===== config.mk =====
export PLATFORM = sky130hd
export DESIGN_NAME = scurve_single_input
export DESIGN_NICKNAME = d
export VERILOG_FILES = /design/src/rtl/scurve_pkg.sv /design/src/rtl/scurve_counter.sv /design/src/rtl/scurve_delay_line.sv /design/src/rtl/scurve_edge_sync.sv /design/src/rtl/scurve_single_input.sv
export SDC_FILE = /design/constraint.sdc
export NUM_CORES = 1
export LEC_CHECK = 0
export BUFFER_PORTS_ARGS = -buffer_cell sky130_fd_sc_hd__buf_2
export CAP_MARGIN = 10
export CORE_ASPECT_RATIO = 0.9
export CORE_MARGIN = 2
export CORE_UTILIZATION = 35
export CTS_CLUSTER_SIZE = 12
export DETAILED_ROUTE_END_ITERATION = 10
export SETUP_SLACK_MARGIN = 0.05
export SYNTH_ARGS = -nofsm -noshare
export SYNTH_HDL_FRONTEND = slang
export SYNTH_HIERARCHICAL = 1
export SYNTH_SLANG_ARGS = --single-unit

===== constraint.sdc =====
create_clock -name clk_n -period 2.65 [get_ports clk_n]
set_input_delay 0 -clock clk_n [delete_from_list [all_inputs] [get_ports clk_n]]
set_output_delay 0 -clock clk_n [all_outputs]
set_load 0.01 [all_outputs]

===== src/rtl/scurve_pkg.sv =====
package scurve_pkg;

  // counter and configuration widths
  localparam int CNT_W       = 16;
  localparam int DELAY_W     = 4;
  localparam int DELAY_DEPTH = 16;  // entries in the delay line, entry 0 is the live input

  // counting mode of the scan
  typedef enum logic {
    MODE_COUNT_EFFI = 1'b0,  // every trigger edge counts
    MODE_TRIG_EFFI  = 1'b1   // only injections that were hit count
  } scurve_mode_e;

  // single-cycle events after synchronization
  typedef struct packed {
    logic pulse;    // one injection
    logic trigger;  // one discriminator response
  } scurve_event_t;

  // scan configuration, held stable while test_start is high
  typedef struct packed {
    logic [CNT_W-1:0]   cpt_max;        // injections per scan
    logic [DELAY_W-1:0] trigger_delay;  // window length after an injection
    scurve_mode_e       mode;
  } scurve_cfg_t;

endpackage


===== src/rtl/scurve_counter.sv =====
`timescale 1ns/1ns

module scurve_counter
  import scurve_pkg::*;
(
  input  logic             clk_n,
  input  logic             reset_n,
  input  scurve_event_t    dly_evt,
  input  logic             trig_in_window,
  input  logic             test_start,
  input  scurve_cfg_t      cfg,
  output logic [CNT_W-1:0] cpt_pulse,
  output logic [CNT_W-1:0] cpt_trigger,
  output logic             cpt_done
);

  logic             start_q;
  logic             start_rise;
  logic             counting;
  logic             pulse_inc;
  logic             trig_inc;
  logic [CNT_W-1:0] pulse_next;
  logic [CNT_W-1:0] trig_next;
  logic             reach_max;

  assign start_rise = test_start & ~start_q;
  assign counting   = test_start & ~cpt_done & ~start_rise;  // first cycle only clears

  // mode decides what bumps the trigger count
  always_comb begin
    pulse_inc = counting & dly_evt.pulse;
    if (cfg.mode == MODE_TRIG_EFFI) begin
      trig_inc = counting & dly_evt.pulse & trig_in_window;
    end else begin
      trig_inc = counting & dly_evt.trigger;
    end
  end

  assign pulse_next = cpt_pulse + CNT_W'(1);
  assign trig_next  = cpt_trigger + CNT_W'(1);
  assign reach_max  = pulse_inc && (pulse_next == cfg.cpt_max);

  always_ff @(posedge clk_n or negedge reset_n) begin
    if (!reset_n) begin
      start_q <= 1'b0;
    end else begin
      start_q <= test_start;
    end
  end

  always_ff @(posedge clk_n or negedge reset_n) begin
    if (!reset_n) begin
      cpt_pulse   <= '0;
      cpt_trigger <= '0;
    end else if (start_rise) begin
      // new scan starts from zero
      cpt_pulse   <= '0;
      cpt_trigger <= '0;
    end else begin
      if (pulse_inc) begin
        cpt_pulse <= pulse_next;
      end
      if (trig_inc) begin
        cpt_trigger <= trig_next;
      end
    end
  end

  // done goes high together with the last pulse count
  always_ff @(posedge clk_n or negedge reset_n) begin
    if (!reset_n) begin
      cpt_done <= 1'b0;
    end else if (!test_start || start_rise) begin
      cpt_done <= 1'b0;
    end else if (reach_max) begin
      cpt_done <= 1'b1;
    end
  end

endmodule


===== src/rtl/scurve_delay_line.sv =====
`timescale 1ns/1ns

module scurve_delay_line
  import scurve_pkg::*;
(
  input  logic               clk_n,
  input  logic               reset_n,
  input  scurve_event_t      evt,
  input  logic [DELAY_W-1:0] trigger_delay,
  output scurve_event_t      dly_evt,
  output logic               trig_in_window
);

  // stored history, bit k holds the event from k cycles ago
  logic [DELAY_DEPTH-1:1] pulse_sr;
  logic [DELAY_DEPTH-1:1] trig_sr;

  // all entries including the live input as entry 0
  logic [DELAY_DEPTH-1:0] pulse_taps;
  logic [DELAY_DEPTH-1:0] trig_taps;
  logic [DELAY_DEPTH-1:0] win_mask;

  assign pulse_taps = {pulse_sr, evt.pulse};
  assign trig_taps  = {trig_sr, evt.trigger};

  always_ff @(posedge clk_n or negedge reset_n) begin
    if (!reset_n) begin
      pulse_sr <= '0;
      trig_sr  <= '0;
    end else begin
      pulse_sr <= pulse_taps[DELAY_DEPTH-2:0];
      trig_sr  <= trig_taps[DELAY_DEPTH-2:0];
    end
  end

  // window covers entries 0 .. trigger_delay
  always_comb begin
    for (int k = 0; k < DELAY_DEPTH; k++) begin
      win_mask[k] = (k <= int'(trigger_delay));
    end
  end

  // a trigger up to trigger_delay cycles after the injection
  // is still inside the window when the delayed pulse comes out
  assign trig_in_window = |(trig_taps & win_mask);

  assign dly_evt.pulse   = pulse_taps[trigger_delay];
  assign dly_evt.trigger = evt.trigger;  // count mode wants the live edge

endmodule


===== src/rtl/scurve_edge_sync.sv =====
`timescale 1ns/1ns

module scurve_edge_sync
  import scurve_pkg::*;
(
  input  logic          clk_n,
  input  logic          reset_n,
  input  logic          ext_pulse,  // async, rising edge = injection
  input  logic          trigger,    // async, active low
  output scurve_event_t evt
);

  logic [1:0] pulse_sync;  // [1] is the stable copy
  logic [1:0] trig_sync;
  logic       pulse_hist;
  logic       trig_hist;

  // injection path
  always_ff @(posedge clk_n or negedge reset_n) begin
    if (!reset_n) begin
      pulse_sync <= '0;
      pulse_hist <= 1'b0;
      evt.pulse  <= 1'b0;
    end else begin
      pulse_sync <= {pulse_sync[0], ext_pulse};
      pulse_hist <= pulse_sync[1];
      evt.pulse  <= pulse_sync[1] & ~pulse_hist;  // rising edge
    end
  end

  // discriminator path, idle level is high
  always_ff @(posedge clk_n or negedge reset_n) begin
    if (!reset_n) begin
      trig_sync   <= '1;
      trig_hist   <= 1'b1;  // no false edge when reset releases
      evt.trigger <= 1'b0;
    end else begin
      trig_sync   <= {trig_sync[0], trigger};
      trig_hist   <= trig_sync[1];
      evt.trigger <= ~trig_sync[1] & trig_hist;  // falling edge
    end
  end

endmodule


===== src/rtl/scurve_single_input.sv =====
`timescale 1ns/1ns

module scurve_single_input
  import scurve_pkg::*;
(
  input  logic             clk_n,
  input  logic             reset_n,
  input  logic             ext_pulse,   // injection strobe, async
  input  logic             trigger,     // discriminator, async, active low
  input  logic             test_start,
  input  scurve_cfg_t      cfg,
  output logic [CNT_W-1:0] cpt_pulse,
  output logic [CNT_W-1:0] cpt_trigger,
  output logic             cpt_done
);

  scurve_event_t evt;
  scurve_event_t dly_evt;
  logic          trig_in_window;

  scurve_edge_sync u_edge_sync (
    .clk_n     (clk_n),
    .reset_n   (reset_n),
    .ext_pulse (ext_pulse),
    .trigger   (trigger),
    .evt       (evt)
  );

  // lines the injection up with the end of its trigger window
  scurve_delay_line u_delay_line (
    .clk_n          (clk_n),
    .reset_n        (reset_n),
    .evt            (evt),
    .trigger_delay  (cfg.trigger_delay),
    .dly_evt        (dly_evt),
    .trig_in_window (trig_in_window)
  );

  scurve_counter u_counter (
    .clk_n          (clk_n),
    .reset_n        (reset_n),
    .dly_evt        (dly_evt),
    .trig_in_window (trig_in_window),
    .test_start     (test_start),
    .cfg            (cfg),
    .cpt_pulse      (cpt_pulse),
    .cpt_trigger    (cpt_trigger),
    .cpt_done       (cpt_done)
  );

endmodule


; ---- Yosys cells after proc, flatten, opt, wreduce, memory -nomap -nowiden
; Index checks and enable logic that the tools add are counted.
[word_totals]
inputBits = 26
reg_bits = 72
[classes]
mux = 9
add_sub_neg = 2
reduce_logical = 7
n_eq_ne = 1
magnitude_cmp = 16
bitwise = 14
[ops]
columns = op, n
row1 = $mux W16, 4
row2 = $add A16 B1 Y16 const B, 2
row3 = $le A4 B4 Y1 const A, 8
row4 = $and A16 B16 Y16, 1
row5 = $eq A16 B16 Y1, 1
row6 = $le A3 B4 Y1 const A, 4
row7 = $reduce_or A16 Y1, 1
row8 = $and A1 B1 Y1, 8
row9 = $le A2 B4 Y1 const A, 2
row10 = $reduce_bool A2 Y1, 3
row11 = $lt A4 B5 Y1 const B, 1
row12 = $not A1 Y1, 5
row13 = $bmux W1 S4, 1
row14 = $le A1 B4 Y1 const A, 1
row15 = $mux W1, 4
row16 = $logic_and A1 B1 Y1, 1
row17 = $logic_not A1 Y1, 1
row18 = $logic_or A1 B1 Y1, 1

; ---- Longest topological paths before layout
[logic_depth]
depth_word = 9
ltp_mapped = 10
ltp_nobuf = 9

; ---- Hierarchy
; The synthesis kept the hierarchy.
[modules_own_cells]
columns = module, instances, cells_each, seq_area_each_um2, area_each_um2
row1 = scurve_counter, 1, 233, 850.8, 2088.3
row2 = scurve_delay_line, 1, 61, 750.7, 1046.0
row3 = scurve_edge_sync, 1, 10, 203.9, 231.5

; ---- Least setup slack after synthesis
; Ideal clock, no wire load.
[synth_path]
kind = register to register
startpoint = reg u_delay_line/pulse_sr[9] (netlist name)
endpoint = reg u_counter.cpt_pulse[9]
setup_slack_ns = 0.368
stages_incl_launch_ff = 8
period_less_slack_ns = 2.282
t_arrival_ns = 2.149
cell_sequence = dfrtp_1 -> mux4_1 -> mux4_2 -> nand4b_1 -> clkbuf_1 -> nor2_1 -> o21ai_0 -> o31ai_1
[synth_lines]
columns = item, line_no
row1 = from (decl), scurve_delay_line.sv:15  ; logic [DELAY_DEPTH-1:1] pulse_sr;
row2 = from (signal assigned), scurve_delay_line.sv:31  ; pulse_sr <= pulse_taps[DELAY_DEPTH-2:0];
row3 = to (signal assigned), scurve_counter.sv:61  ; cpt_pulse <= pulse_next;
row4 = to (decl), scurve_counter.sv:12  ; output logic [CNT_W-1:0] cpt_pulse,

==> impl_metrics.py <==
metrics = {
    "power_and_ir_drop": {
        "power_switching_uw": 525.0,
        "combPwrFrac": 0.073,
        "p_sw_frac": 0.2175,
        "cellLeakagePower_uw": 0.001934,
        "p_int_uw": 1888,
        "p_total_uw": 2414,
        "clockPowerShare": 0.444,
        "power.density_nw_per_um2": 593.2,
        "seqPwrFrac": 0.483,
        "vdd_drop_max_uv": 291.5,
    },
    "flow_run": {
        "drv_cap": 0,
    },
    "clock_tree": {
        "numCtsBuffers": 9,
        "cts_sinks": 72,
        "cts_tree": "built",
        "hold_buffers": 4,
        "cts_resized": 0,
        "cts_buffer_depth": 2,
        "clk_pin_slew_ps": 80,
        "postCtsSetupRepairBufs": 0,
        "worstSkewPairLatency_ps": 340,
        "root_buffer": "clkbuf_8",
        "htree_num_levels": 3,
    },
    "hold_path": {
        "hold_depth": 5,
        "min_to": "u_counter/cpt_done",
        "hold_path_class": "input port to register",
        "min-delay-start": "cfg[11]",
    },
    "die": {
        "io_pins": 59,
        "fp.dieArea_um2": 10420,
        "coreArea_um2": 9249,
        "start_util": 0.3639,
        "die_h_um": 97.03,
        "row_count": 33,
        "fp.dieW_um": 107.4,
    },
    "synth": {
        "synth.avg_cell_area_um2": 11.07,
        "synth_ff_type": "dfrtp_1",
        "synth_seq_area_share": 0.5364,
        "synth_async_sr_flop_share": 1.000,
        "synth.ff_latch_count": 72,
        "synthDistinctLibCells": 54,
        "synth-edff-count": 0,
        "ys_warn_count": 6,
        "syn-cell-area_um2": 3366,
        "synth_cells": 304,
        "synth_nets": 332,
    },
    "setup_path": {
        "cp_max_fo": 15,
        "ff2ff_setup_slack_ps": 250,
        "critPathArrivalTime_ps": 2640,
        "cp-start-kind": "register",
        "r2r-end": "u_counter/cpt_pulse[9]",
        "r2r_cells": 7,
        "end_kind": "register",
        "required_ps": 2890,
        "regToRegStartpoint": "u_delay_line/pulse_sr[8]",
        "crit_type": "register to register",
    },
    "timing": {
        "worst_slew_pin_slew_ps": 1059,
        "maxSlewHeadroom": 0.2939,
        "final.period_utilization": 0.9053,
        "setup_violations": 0,
        "skew_ps": 6.645,
        "holdWs_ps": 118.1,
        "drv_slew": 0,
        "rsz0062_at_grt": "false",
        "hold_viol": 0,
        "period_needed_ps": 2399,
        "finalSetupTns_ps": 0,
        "clock.fmax_mhz": 416.8,
    },
    "global_routing": {
        "grt_max_degree": 50,
        "overflow": 0,
        "track_usage": 0.1478,
        "grt_pass1_wl_um": 12170,
        "grt_pass1_vias": 2487,
        "antenna_found_initial": 0,
    },
    "final_layout": {
        "drive_gt1_frac": 0.2540,
        "nFillCells": 891,
        "utilization": 0.4399,
        "nNetsFinal": 397,
        "antenna_cells": 0,
        "final_common_cell": "dfrtp_1",
        "layout_common_cells": "dfrtp_1 (69), buf_2 (58), nor2_1 (32)",
        "area_growth_pct": 20.89,
    },
    "outcome": {
        "status": "finished clean",
    },
    "detailed_routing": {
        "postRouteAntennaNets": 0,
        "routed_via_density": 5.169,
        "wl_um": 7359,
        "via_count": 2564,
        "drt_iter0_drc": 95,
        "wl_per_cell_um": 14.84,
        "firstDrtPassIters": 4,
        "drc_errors": 0,
    },
    "place": {
        "place_congestion": 0.8186,
        "io_buffers": 58,
        "detailed_place_hpwl_um": 5083,
    },
}
[worst max-delay path by stage]
| stage | start | end | slack (ps) | cells after the start |
|---|---|---|---|---|
| after floorplan | u_delay_line/pulse_sr[9] | u_counter/cpt_pulse[9] | 370 | 7 |
| after global placement | u_delay_line/pulse_sr[9] | u_counter/cpt_pulse[3] | 320 | 7 |
| after detailed placement | u_delay_line/pulse_sr[8] | u_counter/cpt_pulse[9] | 270 | 7 |
| after CTS | u_delay_line/pulse_sr[8] | u_counter/cpt_pulse[9] | 240 | 7 |
| after global routing | u_delay_line/pulse_sr[8] | u_counter/cpt_pulse[7] | 100 | 7 |
| final | u_delay_line/pulse_sr[8] | u_counter/cpt_pulse[9] | 250 | 7 |
[synth_stat cells, types with 6 or more instances]
cell type / instances / area (um2)
nor3_1: 7 / 35.03
a21oi_1: 7 / 35.03
clkbuf_1: 8 / 30.03
xnor2_1: 16 / 140.1
dfrtp_1: 69 / 1727
xor2_1: 22 / 192.7
nor2_1: 32 / 120.1
o31ai_1: 6 / 45.04
nand4_1: 11 / 68.82
o21ai_0: 27 / 135.1
nand3_1: 12 / 60.06
nand2_1: 20 / 75.07
[through the flow]
step | setup WS [ps] | cell area, um2 | std cells
3_5_place_dp | 273.0 | 3775 | 476
6_report | 250.9 | 4069 | 496
3_3_place_gp | 319.7 | 3775 | 476
5_1_grt | 96.54 | 4069 | 496
4_1_cts | 237.8 | 4069 | 496
2_1_floorplan | 368.0 | 3366 | 304
[final cells by class]
| cell class | count | area [um2] | area share |
|---|---|---|---|
| Sequential cell | 72 | 1805 | 0.4437 |
| Tap cell | 122 | 152.6 | 0.03752 |
| Multi-Input combinational cell | 215 | 1466 | 0.3604 |
| Clock buffer | 11 | 151.4 | 0.03721 |
| Clock inverter | 5 | 102.6 | 0.02522 |
| Inverter | 2 | 7.507 | 0.001845 |
| Timing Repair Buffer | 69 | 382.9 | 0.09410 |
[power by group through the flow]
| stage | logic, uW | clock network, uW | registers, uW |
|---|---|---|---|
| floorplan | 95.6 | 0 | 1180 |
| global placement | 168 | 0 | 1190 |
| detailed placement | 172 | 0 | 1190 |
| CTS | 178 | 1100 | 1170 |
| global route | 196 | 1140 | 1170 |
| finish | 176 | 1070 | 1170 |
[logic make-up (layout without fill, tap and decap cells)]
logic type,count (synthesis),in the layout,synth area share
xor+xnor,38,38,0.09888
mux,6,6,0.03978
flops,72,72,0.5364
simple gates,108,108,0.1688
compound gates,61,61,0.1208
buf+inv,17,87,0.02788
fa+ha+maj,2,2,0.007434
[worst max-delay path: stages (launching register included)]
cell and delay, ps:
dfrtp_1 390, mux4_1 510, mux4_2 500, and4b_1 340
nor2_1 150, buf_4 210, o21ai_0 120, o31ai_1 90
[layer usage]
metal  track usage  routed length, um  vias to the layer above
met4       0.06213                118                        0
li1              -                  -                     1225
met1        0.2065               3606                     1258
met3       0.03437                399                        9
met2        0.2205               3235                       72
met5             0                  0                        -
[sequential cells by signal (all words and copies together), names as in the netlist]
name	cells
u_edge_sync/trig_sync	2
u_delay_line/pulse_sr	15
u_counter/cpt_trigger	16
u_counter/cpt_done	1
u_edge_sync/pulse_hist	1
u_counter/cpt_pulse	16
u_edge_sync/trig_hist	1
u_edge_sync/pulse_sync	2
u_edge_sync/evt	2
u_delay_line/trig_sr	15
u_counter/start_q	1
Power figures use the tool's default switching activity.
